===== src/hw/ooo_pkg.sv =====
`default_nettype none

package ooo_pkg;

    localparam int arch_regs = 4;
    localparam int phys_regs = 8;
    localparam int pr_addr_w = 3;
    localparam int rob_depth = 8;
    localparam int rob_idx_w = 3;
    localparam int data_w    = 8;

    // Top two bits of every instruction byte.
    typedef enum logic [1:0] {
        op_li   = 2'b00,
        op_alu  = 2'b01,
        op_mem  = 2'b10,
        op_halt = 2'b11
    } opcode_e;

    typedef enum logic [1:0] {
        fn_add = 2'b00,
        fn_sub = 2'b01,
        fn_xor = 2'b10,
        fn_and = 2'b11
    } alu_fn_e;

    // Operand a holds the value of rd and operand b the value of rs,
    // except for LI where b carries the zero-extended immediate.
    typedef struct packed {
        opcode_e               opcode;
        alu_fn_e               alu_fn;
        logic                  is_store;
        logic [data_w-1:0]     a;
        logic [data_w-1:0]     b;
        logic [pr_addr_w-1:0]  dest_phys;
        logic                  has_dest;
        logic [rob_idx_w-1:0]  rob_idx;
    } uop_t;

    typedef struct packed {
        logic                  valid;
        logic [pr_addr_w-1:0]  dest_phys;
        logic                  has_dest;
        logic [data_w-1:0]     data;
        logic [rob_idx_w-1:0]  rob_idx;
    } result_t;

    typedef struct packed {
        logic [pr_addr_w-1:0]  old_phys;
        logic                  has_dest;
        logic                  is_halt;
        logic                  done;
    } rob_entry_t;

endpackage

`default_nettype wire

===== src/hw/cpu_ooo.sv =====
`timescale 1ns/1ps
`default_nettype none

module cpu_ooo import ooo_pkg::*; (
    input  logic        clk,
    input  logic        rst_n,

    output logic [15:0] addr_i,
    input  logic [7:0]  din_i,

    output logic [15:0] addr_d,
    output logic [7:0]  dout_d,
    output logic        wr_d,
    input  logic [7:0]  din_d,

    output logic        halted
);

    uop_t                 alu_uop;
    uop_t                 mem_uop;
    logic                 alu_issue;
    logic                 mem_issue;
    logic                 rob_alloc;
    rob_entry_t           rob_entry;
    result_t              alu_result;
    result_t              mem_result;
    result_t              wb;
    logic                 alu_stall;
    logic [rob_idx_w-1:0] rob_tail;
    logic                 rob_full;
    logic                 free_phys_valid;
    logic [pr_addr_w-1:0] free_phys;

    rename_frontend _frontend (
        .clk            (clk),
        .rst_n          (rst_n),
        .addr_i         (addr_i),
        .din_i          (din_i),
        .wb             (wb),
        .free_phys_valid(free_phys_valid),
        .free_phys      (free_phys),
        .rob_full       (rob_full),
        .alu_stall      (alu_stall),
        .rob_tail       (rob_tail),
        .halted         (halted),
        .alu_uop        (alu_uop),
        .mem_uop        (mem_uop),
        .alu_issue      (alu_issue),
        .mem_issue      (mem_issue),
        .rob_alloc      (rob_alloc),
        .rob_entry      (rob_entry)
    );

    alu_pipe _alu (
        .clk       (clk),
        .rst_n     (rst_n),
        .alu_issue (alu_issue),
        .alu_uop   (alu_uop),
        .alu_stall (alu_stall),
        .alu_result(alu_result)
    );

    mem_pipe _mem (
        .clk       (clk),
        .rst_n     (rst_n),
        .mem_issue (mem_issue),
        .mem_uop   (mem_uop),
        .din_d     (din_d),
        .addr_d    (addr_d),
        .dout_d    (dout_d),
        .wr_d      (wr_d),
        .mem_result(mem_result)
    );

    result_arbiter _arb (
        .alu_result(alu_result),
        .mem_result(mem_result),
        .wb        (wb),
        .alu_stall (alu_stall)
    );

    reorder_buffer _rob (
        .clk            (clk),
        .rst_n          (rst_n),
        .rob_alloc      (rob_alloc),
        .rob_entry      (rob_entry),
        .wb             (wb),
        .rob_tail       (rob_tail),
        .rob_full       (rob_full),
        .free_phys_valid(free_phys_valid),
        .free_phys      (free_phys),
        .halted         (halted)
    );

endmodule

`default_nettype wire


===== src/hw/reorder_buffer.sv =====
`timescale 1ns/1ps
`default_nettype none

module reorder_buffer import ooo_pkg::*; (
    input  logic                  clk,
    input  logic                  rst_n,
    input  logic                  rob_alloc,
    input  rob_entry_t            rob_entry,
    input  result_t               wb,
    output logic [rob_idx_w-1:0]  rob_tail,
    output logic                  rob_full,
    output logic                  free_phys_valid,
    output logic [pr_addr_w-1:0]  free_phys,
    output logic                  halted
);

    rob_entry_t             entries [rob_depth];
    logic [rob_idx_w-1:0]   head;
    logic [rob_idx_w-1:0]   tail;
    logic [rob_idx_w:0]     count;
    logic                   retire;
    logic [rob_idx_w-1:0]   wb_offset;
    rob_entry_t             head_entry;

    assign head_entry = entries[head];
    assign retire     = (count != '0) && head_entry.done;

    assign rob_tail        = tail;
    assign rob_full        = (count == (rob_idx_w + 1)'(rob_depth));
    assign free_phys_valid = retire && head_entry.has_dest;
    assign free_phys       = head_entry.old_phys;

    always_ff @(posedge clk) begin
        if (!rst_n) begin
            head   <= '0;
            tail   <= '0;
            count  <= '0;
            halted <= 1'b0;
        end else begin
            if (rob_alloc) begin
                tail <= tail + 1'b1;
            end
            if (retire) begin
                head <= head + 1'b1;
                if (head_entry.is_halt) begin
                    halted <= 1'b1;
                end
            end
            count <= count + (rob_idx_w + 1)'(rob_alloc) - (rob_idx_w + 1)'(retire);
        end
    end

    // Allocation fills the tail slot and the result bus marks its slot done.
    always_ff @(posedge clk) begin
        if (rob_alloc) begin
            entries[tail] <= rob_entry;
        end
        if (wb.valid) begin
            entries[wb.rob_idx].done <= 1'b1;
        end
    end

    assign wb_offset = wb.rob_idx - head;

    a_no_alloc_when_full: assert property (@(posedge clk) disable iff (!rst_n)
        rob_alloc |-> !rob_full);

    a_complete_live: assert property (@(posedge clk) disable iff (!rst_n)
        wb.valid |-> (({1'b0, wb_offset} < count) && !entries[wb.rob_idx].done));

endmodule

`default_nettype wire


===== src/hw/result_arbiter.sv =====
`timescale 1ns/1ps
`default_nettype none

module result_arbiter import ooo_pkg::*; (
    input  result_t alu_result,
    input  result_t mem_result,
    output result_t wb,
    output logic    alu_stall
);

    // The memory pipe cannot hold its result, so it always has priority.
    always_comb begin
        if (mem_result.valid) begin
            wb = mem_result;
        end else begin
            wb = alu_result;
        end
    end

    assign alu_stall = mem_result.valid && alu_result.valid;

    // Two results that meet at the bus always belong to different instructions.
    always_comb begin
        a_distinct_results: assert final (!alu_stall
            || (alu_result.rob_idx != mem_result.rob_idx));
    end

endmodule

`default_nettype wire


===== src/hw/mem_pipe.sv =====
`timescale 1ns/1ps
`default_nettype none

module mem_pipe import ooo_pkg::*; (
    input  logic              clk,
    input  logic              rst_n,
    input  logic              mem_issue,
    input  uop_t              mem_uop,
    input  logic [7:0]        din_d,
    output logic [15:0]       addr_d,
    output logic [7:0]        dout_d,
    output logic              wr_d,
    output result_t           mem_result
);

    logic s1_valid;
    uop_t s1_uop;
    logic s2_valid;
    uop_t s2_uop;

    always_ff @(posedge clk) begin
        if (!rst_n) begin
            s1_valid <= 1'b0;
            s2_valid <= 1'b0;
        end else begin
            s1_valid <= mem_issue;
            s2_valid <= s1_valid;
        end
    end

    always_ff @(posedge clk) begin
        s1_uop <= mem_uop;
        s2_uop <= s1_uop;
    end

    // Stores take the address from rd, loads from rs.
    assign addr_d = {8'h00, s1_uop.is_store ? s1_uop.a : s1_uop.b};
    assign dout_d = s1_uop.b;
    assign wr_d   = s1_valid && s1_uop.is_store;

    // Load data comes back from the synchronous memory during stage two.
    always_comb begin
        mem_result.valid     = s2_valid;
        mem_result.dest_phys = s2_uop.dest_phys;
        mem_result.has_dest  = s2_uop.has_dest;
        mem_result.data      = s2_uop.is_store ? s2_uop.b : din_d;
        mem_result.rob_idx   = s2_uop.rob_idx;
    end

endmodule

`default_nettype wire


===== src/hw/alu_pipe.sv =====
`timescale 1ns/1ps
`default_nettype none

module alu_pipe import ooo_pkg::*; (
    input  logic    clk,
    input  logic    rst_n,
    input  logic    alu_issue,
    input  uop_t    alu_uop,
    input  logic    alu_stall,
    output result_t alu_result
);

    logic [data_w-1:0] alu_out;
    result_t           res_q;

    always_comb begin
        if (alu_uop.opcode == op_li) begin
            alu_out = alu_uop.b;
        end else begin
            case (alu_uop.alu_fn)
                fn_add:  alu_out = alu_uop.a + alu_uop.b;
                fn_sub:  alu_out = alu_uop.a - alu_uop.b;
                fn_xor:  alu_out = alu_uop.a ^ alu_uop.b;
                fn_and:  alu_out = alu_uop.a & alu_uop.b;
                default: alu_out = '0;
            endcase
        end
    end

    // While the bus is denied the held result stays put.
    always_ff @(posedge clk) begin
        if (!rst_n) begin
            res_q.valid <= 1'b0;
        end else if (!alu_stall) begin
            res_q.valid     <= alu_issue;
            res_q.dest_phys <= alu_uop.dest_phys;
            res_q.has_dest  <= alu_uop.has_dest;
            res_q.data      <= alu_out;
            res_q.rob_idx   <= alu_uop.rob_idx;
        end
    end

    assign alu_result = res_q;

    a_no_issue_on_stall: assert property (@(posedge clk) disable iff (!rst_n)
        alu_issue |-> !alu_stall);

endmodule

`default_nettype wire


===== src/hw/rename_frontend.sv =====
`timescale 1ns/1ps
`default_nettype none

module rename_frontend import ooo_pkg::*; (
    input  logic                  clk,
    input  logic                  rst_n,

    output logic [15:0]           addr_i,
    input  logic [7:0]            din_i,

    input  result_t               wb,
    input  logic                  free_phys_valid,
    input  logic [pr_addr_w-1:0]  free_phys,
    input  logic                  rob_full,
    input  logic                  alu_stall,
    input  logic [rob_idx_w-1:0]  rob_tail,
    input  logic                  halted,

    output uop_t                  alu_uop,
    output uop_t                  mem_uop,
    output logic                  alu_issue,
    output logic                  mem_issue,
    output logic                  rob_alloc,
    output rob_entry_t            rob_entry
);

    logic [7:0] pc;
    logic [7:0] pc_prev;
    logic       req_valid;
    logic       fetch_stop;
    logic [7:0] ir;
    logic       ir_valid;
    logic       ir_free;
    logic       take;

    opcode_e                      ir_op;
    logic [$clog2(arch_regs)-1:0] rd;
    logic [$clog2(arch_regs)-1:0] rs;
    logic [pr_addr_w-1:0]         rd_phys;
    logic [pr_addr_w-1:0]         rs_phys;
    logic [pr_addr_w-1:0]         alloc_phys;
    logic                         free_avail;
    logic                         need_rd;
    logic                         need_rs;
    logic                         has_dest;
    logic                         to_alu;
    logic                         srcs_ready;
    logic                         issue;

    logic [phys_regs-1:0] free_list;
    logic [phys_regs-1:0] ready_sb;
    logic [pr_addr_w-1:0] rename_map [arch_regs];
    logic [data_w-1:0]    prf [phys_regs];
    uop_t                 uop;

    assign addr_i  = {8'h00, pc};
    assign ir_free = !ir_valid || issue;
    assign take    = req_valid && ir_free;

    // Fetch runs one address ahead. A byte that arrives while the fetch
    // register is busy is dropped and its address is requested again.
    always_ff @(posedge clk) begin
        if (!rst_n) begin
            pc         <= 8'h00;
            req_valid  <= 1'b0;
            fetch_stop <= 1'b0;
            ir_valid   <= 1'b0;
        end else begin
            if (take) begin
                ir       <= din_i;
                ir_valid <= 1'b1;
            end else if (issue) begin
                ir_valid <= 1'b0;
            end

            if (fetch_stop || halted) begin
                req_valid <= 1'b0;
            end else if (take && opcode_e'(din_i[7:6]) == op_halt) begin
                fetch_stop <= 1'b1;
                req_valid  <= 1'b0;
            end else if (req_valid && !ir_free) begin
                pc        <= pc_prev;
                req_valid <= 1'b0;
            end else begin
                pc_prev   <= pc;
                pc        <= pc + 8'd1;
                req_valid <= 1'b1;
            end
        end
    end

    assign ir_op   = opcode_e'(ir[7:6]);
    assign rd      = ir[5:4];
    assign rs      = ir[3:2];
    assign rd_phys = rename_map[rd];
    assign rs_phys = rename_map[rs];

    // A store reads both registers, a load only the address in rs.
    assign need_rd  = (ir_op == op_alu) || (ir_op == op_mem && ir[0]);
    assign need_rs  = (ir_op == op_alu) || (ir_op == op_mem);
    assign has_dest = (ir_op == op_li) || (ir_op == op_alu) || (ir_op == op_mem && !ir[0]);
    assign to_alu   = (ir_op == op_li) || (ir_op == op_alu);

    // Lowest numbered free register wins.
    always_comb begin
        alloc_phys = '0;
        free_avail = 1'b0;
        for (int i = phys_regs - 1; i >= 0; i--) begin
            if (free_list[i]) begin
                alloc_phys = pr_addr_w'(i);
                free_avail = 1'b1;
            end
        end
    end

    assign srcs_ready = (!need_rd || ready_sb[rd_phys]) && (!need_rs || ready_sb[rs_phys]);

    assign issue = ir_valid && !rob_full && srcs_ready
                   && (!has_dest || free_avail) && !(to_alu && alu_stall);

    always_comb begin
        uop.opcode    = ir_op;
        uop.alu_fn    = alu_fn_e'(ir[1:0]);
        uop.is_store  = ir[0];
        uop.a         = prf[rd_phys];
        uop.b         = (ir_op == op_li) ? {4'h0, ir[3:0]} : prf[rs_phys];
        uop.dest_phys = alloc_phys;
        uop.has_dest  = has_dest;
        uop.rob_idx   = rob_tail;
    end

    assign alu_uop   = uop;
    assign mem_uop   = uop;
    assign alu_issue = issue && to_alu;
    assign mem_issue = issue && (ir_op == op_mem);
    assign rob_alloc = issue;

    // HALT goes into the reorder buffer already complete.
    assign rob_entry = '{old_phys: rd_phys, has_dest: has_dest,
                         is_halt: (ir_op == op_halt), done: (ir_op == op_halt)};

    always_ff @(posedge clk) begin
        if (!rst_n) begin
            free_list <= 8'hf0;
            ready_sb  <= '1;
            for (int i = 0; i < arch_regs; i++) begin
                rename_map[i] <= pr_addr_w'(i);
            end
            for (int i = 0; i < phys_regs; i++) begin
                prf[i] <= '0;
            end
        end else begin
            if (issue && has_dest) begin
                rename_map[rd]       <= alloc_phys;
                free_list[alloc_phys] <= 1'b0;
                ready_sb[alloc_phys]  <= 1'b0;
            end
            if (free_phys_valid) begin
                free_list[free_phys] <= 1'b1;
            end
            if (wb.valid && wb.has_dest) begin
                prf[wb.dest_phys]      <= wb.data;
                ready_sb[wb.dest_phys] <= 1'b1;
            end
        end
    end

    // A register handed out must have been freed and its last writer completed.
    a_alloc_is_free: assert property (@(posedge clk) disable iff (!rst_n)
        (rob_alloc && has_dest) |-> (free_list[alloc_phys] && ready_sb[alloc_phys]));

endmodule

`default_nettype wire


===== config.mk =====
export PLATFORM = sky130hd
export DESIGN_NAME = cpu_ooo
export DESIGN_NICKNAME = d
export VERILOG_FILES = /design/src/hw/ooo_pkg.sv /design/src/hw/cpu_ooo.sv /design/src/hw/reorder_buffer.sv /design/src/hw/result_arbiter.sv /design/src/hw/mem_pipe.sv /design/src/hw/alu_pipe.sv /design/src/hw/rename_frontend.sv
export SDC_FILE = /design/constraint.sdc
export NUM_CORES = 1
export LEC_CHECK = 0
export BUFFER_PORTS_ARGS = -buffer_cell sky130_fd_sc_hd__clkbuf_2
export CELL_PAD_IN_SITES_DETAIL_PLACEMENT = 0
export CELL_PAD_IN_SITES_GLOBAL_PLACEMENT = 1
export CORE_MARGIN = 4
export CORE_UTILIZATION = 40
export CTS_BUF_LIST = sky130_fd_sc_hd__clkbuf_4 sky130_fd_sc_hd__clkbuf_8
export DETAILED_ROUTE_END_ITERATION = 16
export PLACE_DENSITY = 0.77
export SYNTH_ARGS = -nofsm -noshare
export SYNTH_HDL_FRONTEND = slang
export SYNTH_HIERARCHICAL = 1
export SYNTH_SLANG_ARGS = --single-unit

===== constraint.sdc =====
create_clock -name clk -period 10.45 [get_ports clk]
set_input_delay 2.09 -clock clk [delete_from_list [all_inputs] [get_ports clk]]
set_output_delay 2.09 -clock clk [all_outputs]
set_load 0.1 [all_outputs]

==> Implementation_results.wiki, run 1 <==
{| class="wikitable"
! Metric !! Value
|-
| Number of antenna violations at the first check in global routing || 0
|-
| Accumulated negative setup slack || 0 ns
|-
| Filler Cells Inserted || ~2700
|-
| Half-perimeter wire length of the detailed placement result || approximately 18000 um
|-
| Via Count || 7330
|-
| Global route total overflow || 0
|-
| Count of buffers added by post-CTS timing repair for setup || 0
|-
| Period utilisation layout || between 40 and 50%
|-
| Area growth syn-to-layout || 8.31%
|-
| Layout net count || 1009
|-
| Floorplan row count || between 60 and 70
|-
| Pins over their slew limit || 0
|-
| Global-route wire length before repair || about 40000 um
|-
| Remaining DRCs || 0
|-
| IO Count || 60
|-
| Total placed instance area || approximately 12000 sq um
|-
| Largest net degree at the start of global routing || 53
|-
| Worst setup slack after layout || just under 6 ns
|-
| Routed length per placed instance || ~19 um
|-
| Area enclosed by the die boundary || about 34000 sq um
|-
| Max-cap viol count || 0
|-
| Pwr Density || 247 nW/um^2
|-
| Worst slew margin relative to its limit || between 30% and 40%
|-
| Gates resized, CTS repair || 0
|-
| Number of endpoints with negative hold slack in the final report || 0
|-
| Data arrival time of the critical path || around 4.9 ns
|-
| P_leak || around 5.1 nW
|-
| Number of antenna-violating nets in the routed design || 0
|-
| Share of cells above drive strength 1 || roughly 24%
|-
| Final setup viols || 0
|-
| Number of cells in the finished layout apart from fillers || around 1400
|-
| Crit start category || flip-flop
|-
| Max H-tree Level || 2
|-
| Category of the critical setup timing path || reg2reg
|-
| Status || finished, final reports clean
|-
| Initial standard-cell utilization of the core || between 40% and 50%
|-
| Area of the core region || around 30000 sq um
|-
| Commonest non-fill, non-tap cells in the layout || edfxtp_1, dfxtp_1, and2_1
|-
| CTS Root Cell || clkbuf_8
|-
| Port Buffers || between 40 and 50
|-
| Final antenna diode count || 0
|-
| Routability congestion estimate || between 0.8 and 0.9
|-
| X dimension of the die || between 150 and 200 um
|-
| Clock period minus final worst setup slack || approximately 4.6 ns
|-
| Post-synthesis cell count || around 950
|-
| Mapped cell area || ~12000 sq um
|-
| Clock buffers created by TritonCTS || 41
|-
| Instance count after placement with tap cells included || 1307
|-
| Sort of element at the end of the critical path || flip-flop
|-
| Largest fanout on the critical path || 20
|-
| Maximum buffer depth of the clock tree || 3
|-
| Transition at the pin with the smallest max-transition slack || just over 1 ns
|-
| Post-route standard cell area excluding fillers || around 13000 sq um
|-
| CTS clock-pin slew for the worst setup and hold paths || about 0.06 ns
|-
| Average via count per standard cell || about 5.3
|-
| Die Ht || approximately 180 um
|-
| Commonest non-fill, non-tap cell in the layout || edfxtp_1
|-
| RSZ-0062 raised after global routing || no
|-
| Via count of the first global-routing pass || roughly 7300
|-
| Fmax || about 220 MHz
|-
| Number of warnings issued by yosys || 6
|-
| Worst setup timing slack at the placement stage || between 5 and 6 ns
|-
| Overall Global Routing Usage || approximately 15%
|-
| CTS tree || yes
|-
| Clock skew after layout || 0.0306 ns
|-
| Clock insertion delay at the later pin of the skew report || 0.54 ns
|-
| Worst Hold Class || reg2reg
|-
| Required time of the worst setup path || 10.74 ns
|-
| First-pass DRT Iterations || 5
|-
| Count of routing violations after the opening detailed-route iteration || between 500 and 600
|-
| Avg Cell Area, Syn || between 10 and 15 sq um
|-
| Clock Sinks || 243
|-
| Routed WL || approximately 26000 um
|-
| Max rail drop VDD || ~0.084 mV
|-
| Cts-stage hold buffer count || 0
|}
final timing paths:
kind,from,to,slack (ns),cells after the start
min,_mem/s1_uop[6],_mem/mem_result[14],0.32,0
min reg2reg,_mem/s1_uop[6],_mem/mem_result[14],0.32,0
max reg2reg,flip-flop,_alu/alu_result[10],5.86,14
max,flip-flop,_alu/alu_result[10],5.86,14
per-layer routing:
layer  wire length, um  track usage [%]  vias to the layer above
met5                 0                0                        -
met4               506             4.14                        0
met3              1160             2.63                       39
met2             12000             24.5                      176
met1             12200             21.9                     3644
li1                  -                -                     3471
final cells by class:
class	count	area, sq um	area share (%)
clock buffer	69	843	6.32
clock inverter	7	70.1	0.525
multi-input combinational	585	5170	38.8
tap	390	488	3.66
inverter	35	131	0.985
timing repair buffer	54	298	2.23
sequential	243	6340	47.5
critical path, cell delays in order (launching register included):
cell and delay (ns):
dfxtp_1 0.40, mux4_1 1.02, mux4_2 0.37, mux2i_1 0.06
o21ai_0 0.52, inv_1 0.14, ha_1 0.27, a31oi_1 0.21
xnor2_1 0.09, ha_1 0.36, a21oi_1 0.21, o21ai_0 0.14
o21ai_0 0.16, nor2_1 0.05, or3b_1 0.34
per-stage QoR:
| stage | utilization, % | hold WS, ns | total power, mW |
|---|---|---|---|
| detailed placement | 41.4 | 0.312 | 2.40 |
| finish | 44.4 | 0.321 | 3.30 |
| floorplan | - | 0.310 | 2.24 |
| global placement | 41.4 | 0.310 | 2.39 |
| global route | 44.4 | 0.336 | 3.48 |
| CTS | 44.4 | 0.328 | 3.33 |
report_power, final:
part           switching (mW)  internal [mW]  total [mW]
logic                   0.712          0.404        1.12
clock network           0.380          0.536       0.915
registers              0.0928           1.17        1.26
total                    1.18           2.11        3.30
state kept, by name (all words and copies together) (netlist names), 4 cells and up, named ones only:
register	flops
_alu/alu_result	16
_frontend/free_list	8
_frontend/ir	8
_frontend/pc	8
_frontend/pc_prev	8
_frontend/prf	64
_frontend/ready_sb	8
_frontend/rename_map	12
_mem/dout_d	8
_mem/mem_result	7
_mem/s1_uop	16
_mem/s2_uop	9
_rob/count	4
_rob/entries	48
No activity file was read; power rests on OpenSTA's default activity.
==> run 2, diff against run 1 <==
--- a/config.mk
+++ b/config.mk
@@ -12,7 +12,7 @@
 export CORE_UTILIZATION = 40
 export CTS_BUF_LIST = sky130_fd_sc_hd__clkbuf_4 sky130_fd_sc_hd__clkbuf_8
 export DETAILED_ROUTE_END_ITERATION = 16
-export PLACE_DENSITY = 0.77
+export PLACE_DENSITY = 0.8
 export SYNTH_ARGS = -nofsm -noshare
 export SYNTH_HDL_FRONTEND = slang
 export SYNTH_HIERARCHICAL = 1
==> constraint.sdc (replaced) <==
create_clock -name clk -period 3.7 [get_ports clk]
set_input_delay 0.74 -clock clk [delete_from_list [all_inputs] [get_ports clk]]
set_output_delay 0.74 -clock clk [all_outputs]
set_load 0.1 [all_outputs]
==> Implementation_results.wiki, run 2 (same netlist as run 1, synthesis figures left out) <==
{| class="wikitable"
! Metric !! Value
|-
| Max-cap viol count || 0 (unchanged)
|-
| Number of cells in the finished layout apart from fillers || 1431 (+3.5%)
|-
| First-pass DRT Iterations || 4 (-1)
|-
| Fmax || 271 MHz (+24%)
|-
| Remaining DRCs || 0 (unchanged)
|-
| Pins over their slew limit || 0 (unchanged)
|-
| Clock buffers created by TritonCTS || 41 (unchanged)
|-
| Filler Cells Inserted || 2636 (-2.5%)
|-
| Required time of the worst setup path || 3.98 ns (-6.76 ns)
|-
| Die Ht || 183 um (unchanged)
|-
| Regs by FF count || _frontend/prf (64), _rob/entries (48)
|-
| Via count of the first global-routing pass || 7525 (+2.5%)
|-
| Max H-tree Level || 2 (unchanged)
|-
| CTS clock-pin slew for the worst setup and hold paths || 0.06 ns (about the same)
|-
| Area growth syn-to-layout || 12.0%
|-
| Average via count per standard cell || 5.18 (-2.2%)
|-
| Routability congestion estimate || 0.846 (+1.2%)
|-
| Crit start category || flip-flop
|-
| Clock period minus final worst setup slack || 3.69 ns (-0.899 ns)
|-
| Port Buffers || 43 (unchanged)
|-
| Instance count after placement with tap cells included || 1351 (+3.4%)
|-
| Routed length on met2 || 12700 um (+5.3%)
|-
| Category of the critical setup timing path || reg2reg
|-
| Largest net degree at the start of global routing || 24 (-55%)
|-
| Global-route wire length before repair || 41700 um (+1.6%)
|-
| Global route total overflow || 0 (unchanged)
|-
| Critical path launch point || _frontend/rename_map[1][0]
|-
| Launch point of the worst hold path || _mem/s1_uop[3]
|-
| Final antenna diode count || 0 (unchanged)
|-
| Data arrival time of the critical path || 3.97 ns (-0.91 ns)
|-
| RSZ-0062 raised after global routing || yes
|-
| Commonest non-fill, non-tap cells in the layout || edfxtp_1, dfxtp_1, and2_1
|-
| Largest register by flop count || _frontend/prf
|-
| Floorplan row count || 63 (unchanged)
|-
| Clock Sinks || 243 (unchanged)
|-
| X dimension of the die || 183 um (unchanged)
|-
| Worst Hold Class || reg2reg
|-
| Area enclosed by the die boundary || 33600 sq um (unchanged)
|-
| Routed WL || 26100 um (+0.94%)
|-
| Layout net count || 1060 (+5.1%)
|-
| Max rail drop VDD || 0.226 mV (+170%)
|-
| Uppermost signal routing layer after detailed routing || met4
|-
| Number of endpoints with negative hold slack in the final report || 0 (unchanged)
|-
| Overall Global Routing Usage || 15.5% (+0.11 points)
|-
| Count of routing violations after the opening detailed-route iteration || 479 (-20%)
|-
| Worst slew margin relative to its limit || 48.0% (+15 points)
|-
| FF-to-FF Start || _frontend/rename_map[1][0]
|-
| Accumulated negative setup slack || 0 ns (unchanged)
|-
| Met3 layer wire length in the routed design || 1190 um (+2.4%)
|-
| Transition at the pin with the smallest max-transition slack || 0.778 ns (-0.228 ns)
|-
| Routed length per placed instance || 18.3 um (-2.4%)
|-
| Largest fanout on the critical path || 16 (-20%)
|-
| Routed met1 length || 11800 um (-3.3%)
|-
| Period utilisation layout || 99.8% (+56 points)
|-
| Share of cells above drive strength 1 || 30.1% (+5.7 points)
|-
| Clock skew after layout || 0.0281 ns (-0.00254 ns)
|-
| Sort of element at the end of the critical path || flip-flop
|-
| P_leak || 5.33 nW (+4.9%)
|-
| Half-perimeter wire length of the detailed placement result || 18900 um (+4.3%)
|-
| Pwr Density || 692 nW/um^2 (+180%)
|-
| Initial standard-cell utilization of the core || 41.0% (unchanged)
|-
| Maximum buffer depth of the clock tree || 3 (unchanged)
|-
| Status || finished, final reports clean
|-
| Number of flip-flops under the largest register name || 64 (unchanged)
|-
| Number of antenna-violating nets in the routed design || 0 (unchanged)
|-
| Cts-stage hold buffer count || 0 (unchanged)
|-
| IO Count || 60 (unchanged)
|-
| Clock insertion delay at the later pin of the skew report || 0.55 ns (about the same)
|-
| Number of antenna violations at the first check in global routing || 0 (unchanged)
|-
| CTS Root Cell || clkbuf_8
|-
| Final setup viols || 0 (unchanged)
|-
| Commonest non-fill, non-tap cell in the layout || edfxtp_1
|-
| Via Count || 7418 (+1.2%)
|-
| CTS tree || yes
|-
| Area of the core region || 30000 sq um (unchanged)
|}
## run 2: worst paths after layout
| kind | cells past startpoint | slack [ns] | end |
|---|---|---|---|
| hold reg to reg | 0 | 0.32 | _mem/mem_result[11] |
| setup reg to reg | 14 | 0.008 | _alu/alu_result[10] |
| setup / recovery | 14 | 0.008 | _alu/alu_result[10] |
| hold / removal | 0 | 0.32 | _mem/mem_result[11] |
## run 2: through the flow
step / util [%] / hold WS [ns] / setup WS (ns) / cell area [sq um] / power [mW]
3_5_place_dp: 42.6 / 0.312 / -0.126 / 12800 / 6.97
2_1_floorplan: - / 0.310 / -0.0537 / 12400 / 6.34
5_1_grt: 45.9 / 0.333 / -0.213 / 13800 / 10.1
6_report: 45.9 / 0.324 / 0.00782 / 13800 / 9.54
3_3_place_gp: 42.6 / 0.310 / -0.0274 / 12800 / 6.92
4_1_cts: 45.6 / 0.326 / -0.0216 / 13700 / 9.49
## run 2: where the power goes
part	internal, mW	switching, mW
Clock	1.40	1.05
Combinational	1.40	2.16
Sequential	3.31	0.226
Total	6.11	3.43
## run 2: timing repair
action	in CTS	in global routing
endpoints found under the hold margin	0	0
endpoints found under the setup margin	3	21
gates resized for setup	9	18
pin swaps	5	6
cloned	0	0
setup buffers	6	1
## run 2: metal layers
metal | vias up | global-route usage [%]
met1 | 3658 | 21.4
met2 | 167 | 25.5
met3 | 38 | 2.53
met5 | - | 0
li1 | 3555 | -
met4 | 0 | 4.17
## run 2: final cells by class
| cell class | instances | area, sq um | share of cell area [%] |
|---|---|---|---|
| Tap cell | 390 | 488 | 3.54 |
| Multi-Input combinational cell | 585 | 5270 | 38.2 |
| Inverter | 35 | 131 | 0.953 |
| Clock buffer | 70 | 826 | 5.99 |
| Sequential cell | 243 | 6340 | 46.0 |
| Clock inverter | 3 | 25.0 | 0.182 |
| Timing Repair Buffer | 105 | 709 | 5.15 |
## run 2: worst max-delay path, stage by stage (launching register included)
cell      delay, ns
edfxtp_1       0.40
mux4_2         0.49
buf_12         0.18
mux4_2         0.43
mux2i_1        0.16
nor2_1         0.08
nor3_2         0.29
a31oi_1        0.14
xnor2_1        0.15
ha_1           0.37
nand4_1        0.12
a21oi_2        0.16
nor3_1         0.07
nand2_1        0.06
or3b_1         0.33
==> run 3, diff against run 2 <==
--- a/config.mk
+++ b/config.mk
@@ -15,5 +15,4 @@
 export PLACE_DENSITY = 0.8
 export SYNTH_ARGS = -nofsm -noshare
 export SYNTH_HDL_FRONTEND = slang
-export SYNTH_HIERARCHICAL = 1
 export SYNTH_SLANG_ARGS = --single-unit
==> Implementation_results.wiki, run 3 <==
{| class="wikitable"
! Metric !! Value
|-
| Status || finished with violations
|-
| Violations in the final reports || negative setup slack
|-
| Category of the critical setup timing path || reg2reg
|-
| Largest stage delay on the critical path || 0.62 ns (+0.13 ns)
|-
| Met3 layer wire length in the routed design || 1470 um (+24%)
|-
| Ordered list of cells on the worst path || mux4_2, mux4_2, mux2i_4, mux2_4, ha_4, mux2_4, buf_6, fa_2, nor2b_4, o21ai_2, nand2b_1, a21o_1, a21oi_2, xnor2_1, nor2_1, a211oi_2
|-
| Largest fanout on the critical path || 6 (-10)
|-
| X dimension of the die || 178 um (-3.2%)
|-
| Share of cells above drive strength 1 || 27.7% (-2.3 points)
|-
| Die Ht || 178 um (-3.2%)
|-
| Routability congestion estimate || 0.842 (-0.51%)
|-
| Number of stages on the worst setup path || 16 (+2)
|-
| CTS clock-pin slew for the worst setup and hold paths || 0.06 ns (about the same)
|-
| Largest register by flop count || _frontend.prf
|-
| Uppermost signal routing layer after detailed routing || met4
|-
| Cell taking the most area after synthesis || edfxtp_1
|-
| Max rail drop VDD || 0.254 mV (+13%)
|-
| Pins over their slew limit || 0 (unchanged)
|-
| Floorplan row count || 61 (-3.2%)
|-
| Data arrival time of the critical path || 4.15 ns (+0.18 ns)
|-
| RSZ-0062 raised after global routing || yes
|-
| Remaining DRCs || 0 (unchanged)
|-
| Final antenna diode count || 0 (unchanged)
|-
| Crit start category || flip-flop
|-
| Final setup viols || 4 (+4)
|-
| Routed WL || 26100 um (about the same)
|-
| Pwr Density || 718 nW/um^2 (+3.8%)
|-
| Depth of the worst register-to-register path || 16 (+2)
|-
| Global-route wire length before repair || 41500 um (-0.64%)
|-
| Number of flip-flops under the largest register name || 64 (unchanged)
|-
| Largest net degree at the start of global routing || 28 (+17%)
|-
| Required time of the worst setup path || 3.99 ns (about the same)
|-
| Global route total overflow || 0 (unchanged)
|-
| Avg Cell Area, Syn || 12.4 sq um (-4.2%)
|-
| Worst setup slack after layout || -0.154 ns (-0.161 ns)
|-
| Average via count per standard cell || 5.23 (+0.85%)
|-
| Worst Hold Class || reg2reg
|-
| Share of the core filled with cells in the final layout || 47.5% (+1.6 points)
|-
| Crit path max-delay family || multiplexers
|-
| Clock period minus final worst setup slack || 3.85 ns (+0.161 ns)
|-
| Layout net count || 1076 (+1.5%)
|-
| Most used DFF post-synth || edfxtp_1
|-
| Mapped cell area || 11500 sq um (-6.6%)
|-
| Most frequent cell after synthesis || edfxtp_1
|-
| Clock buffers created by TritonCTS || 41 (unchanged)
|-
| Area enclosed by the die boundary || 31500 sq um (-6.3%)
|-
| Number of antenna-violating nets in the routed design || 0 (unchanged)
|-
| Number of cells in the finished layout apart from fillers || 1434 (+0.21%)
|-
| Max H-tree Level || 2 (unchanged)
|-
| CTS tree || yes
|-
| Routed length per placed instance || 18.2 um (-0.30%)
|-
| Ranking of synthesized cells by area || edfxtp_1, dfxtp_1, mux4_2, nor2_1, mux2i_1
|-
| Regs by FF count || _frontend.prf (64), _rob.entries (48)
|-
| P_leak || 5.21 nW (-2.3%)
|-
| Routed met1 length || 11900 um (+0.62%)
|-
| Area growth syn-to-layout || 16.1%
|-
| IO Count || 60 (unchanged)
|-
| Instance count after placement with tap cells included || 1357 (+0.44%)
|-
| FF-to-FF setup slack || -0.15 ns (-0.16 ns)
|-
| Via Count || 7497 (+1.1%)
|-
| Number of warnings issued by yosys || 0 (-6)
|-
| Worst slew margin relative to its limit || 46.8% (-1.2 points)
|-
| Sequential cell area fraction in the yosys report || a little under three fifths
|-
| Synthesized flop and latch total || ~240
|-
| Top-area cell type share of the netlist area || between 30% and 40%
|-
| Max stage delay cell, worst path || mux4_2
|-
| Distinct cell type count of the synthesized netlist || 75
|-
| Commonest non-fill, non-tap cell in the layout || edfxtp_1
|-
| Via count of the first global-routing pass || 7478 (-0.62%)
|-
| Port Buffers || 43 (unchanged)
|-
| Number of endpoints with negative hold slack in the final report || 0 (unchanged)
|-
| Most used standard cells in the synthesized netlist || edfxtp_1, nor2_1, dfxtp_1
|-
| First-pass DRT Iterations || 4 (unchanged)
|-
| Routed length on met2 || 12300 um (-3.1%)
|-
| Overall Global Routing Usage || 16.7% (+1.2 points)
|-
| Clock Sinks || 243 (unchanged)
|-
| Half-perimeter wire length of the detailed placement result || 18700 um (-1.2%)
|-
| Fmax || 260 MHz (-4.2%)
|-
| Max-cap viol count || 0 (unchanged)
|-
| Count of routing violations after the opening detailed-route iteration || 670 (+40%)
|-
| Sort of element at the end of the critical path || flip-flop
|-
| Post-synthesis cell count || 924 (-2.5%)
|-
| Transition at the pin with the smallest max-transition slack || 0.793 ns (+0.0153 ns)
|-
| Initial standard-cell utilization of the core || 40.9% (-0.047 points)
|-
| Clock insertion delay at the later pin of the skew report || 0.55 ns (about the same)
|-
| Area of the core region || 28100 sq um (-6.5%)
|-
| Number of antenna violations at the first check in global routing || 0 (unchanged)
|-
| Maximum buffer depth of the clock tree || 3 (unchanged)
|-
| CTS Root Cell || clkbuf_8
|-
| Commonest non-fill, non-tap cells in the layout || edfxtp_1, nor2_1, dfxtp_1
|-
| Sum of buffers and inverters on the critical path || 1 (unchanged)
|-
| Clock skew after layout || 0.0318 ns (+0.00370 ns)
|-
| Share of synthesized registers carrying an async set or reset || 0%
|-
| EDFF count, synth || 147
|-
| Number of instances on the worst hold path || 0 (unchanged)
|-
| Period utilisation layout || 104% (+4.4 points)
|}
## run 3: changes by cell type in the layout (fill, tap and decap cells not counted), sizes merged, moves of 6 or more
cell    previous run  this run
nand3              5        15
and2              73         6
nand2             46        65
a221oi             7         0
mux2i             41        48
nor2              48       130
mux2              53        28
clkinv             1        14
nor4               8         2
nand2b            26         8
clkbuf           113        98
## run 3: cell type report
type / count / area (sq um)
Inverter: 37 / 146
Clock buffer: 55 / 707
Fill cell: 2548 / 14700
Tap cell: 378 / 473
Clock inverter: 19 / 149
Timing Repair Buffer: 107 / 716
Multi-Input combinational cell: 595 / 4820
Sequential cell: 243 / 6340
## run 3: cells by family after synthesis
| family | after synthesis | synth area share [%] |
|---|---|---|
| simple gates | 279 | 11.5 |
| mux | 122 | 15.9 |
| buf+inv | 101 | 4.65 |
| other cells | 1 | 0.0326 |
| xor+xnor | 17 | 1.36 |
| compound gates | 128 | 7.68 |
| fa+ha+maj | 33 | 3.72 |
| flops | 243 | 55.1 |
## run 3: where the power goes
group	total, mW	leakage [nW]	switching (mW)	internal (mW)
Clock	2.48	0.448	1.09	1.39
Sequential	3.55	2.23	0.240	3.31
Combinational	3.56	2.53	2.15	1.41
Total	9.59	5.21	3.48	6.11
## run 3: final timing paths
check                                   from                  end
setup / recovery  _frontend.rename_map[3][0]   _alu.alu_result[9]
hold / removal                _mem.s1_uop[4]  _mem.mem_result[12]
setup reg to reg  _frontend.rename_map[3][0]   _alu.alu_result[9]
hold reg to reg               _mem.s1_uop[4]  _mem.mem_result[12]
## run 3: what timing repair did
item | CTS | global route
endpoints found under the setup margin | 4 | 14
resized for setup | 15 | 14
gates cloned | 0 | 0
pin swaps | 14 | 10
buffers inserted | 2 | 1
hold buffers | 0 | 0
## run 3: through the flow
step	hold WS (ns)	setup WS, ns	power, mW	setup TNS, ns	cell area, sq um
4_1_cts	0.326	-0.209	9.55	-0.561	13300
6_report	0.326	-0.154	9.59	-0.407	13300
3_5_place_dp	0.312	-0.316	6.93	-0.997	12300
2_1_floorplan	0.310	-0.0723	6.13	-0.101	11600
5_1_grt	0.334	-0.363	10.1	-1.43	13300
3_3_place_gp	0.310	-0.221	6.86	-0.594	12300
## run 3: metal layers
metal  GRT usage [%]  up-vias
met4            4.71        0
met3            2.62       43
met1            23.3     3658
met2            27.4      235
li1                -     3561
met5               0        -
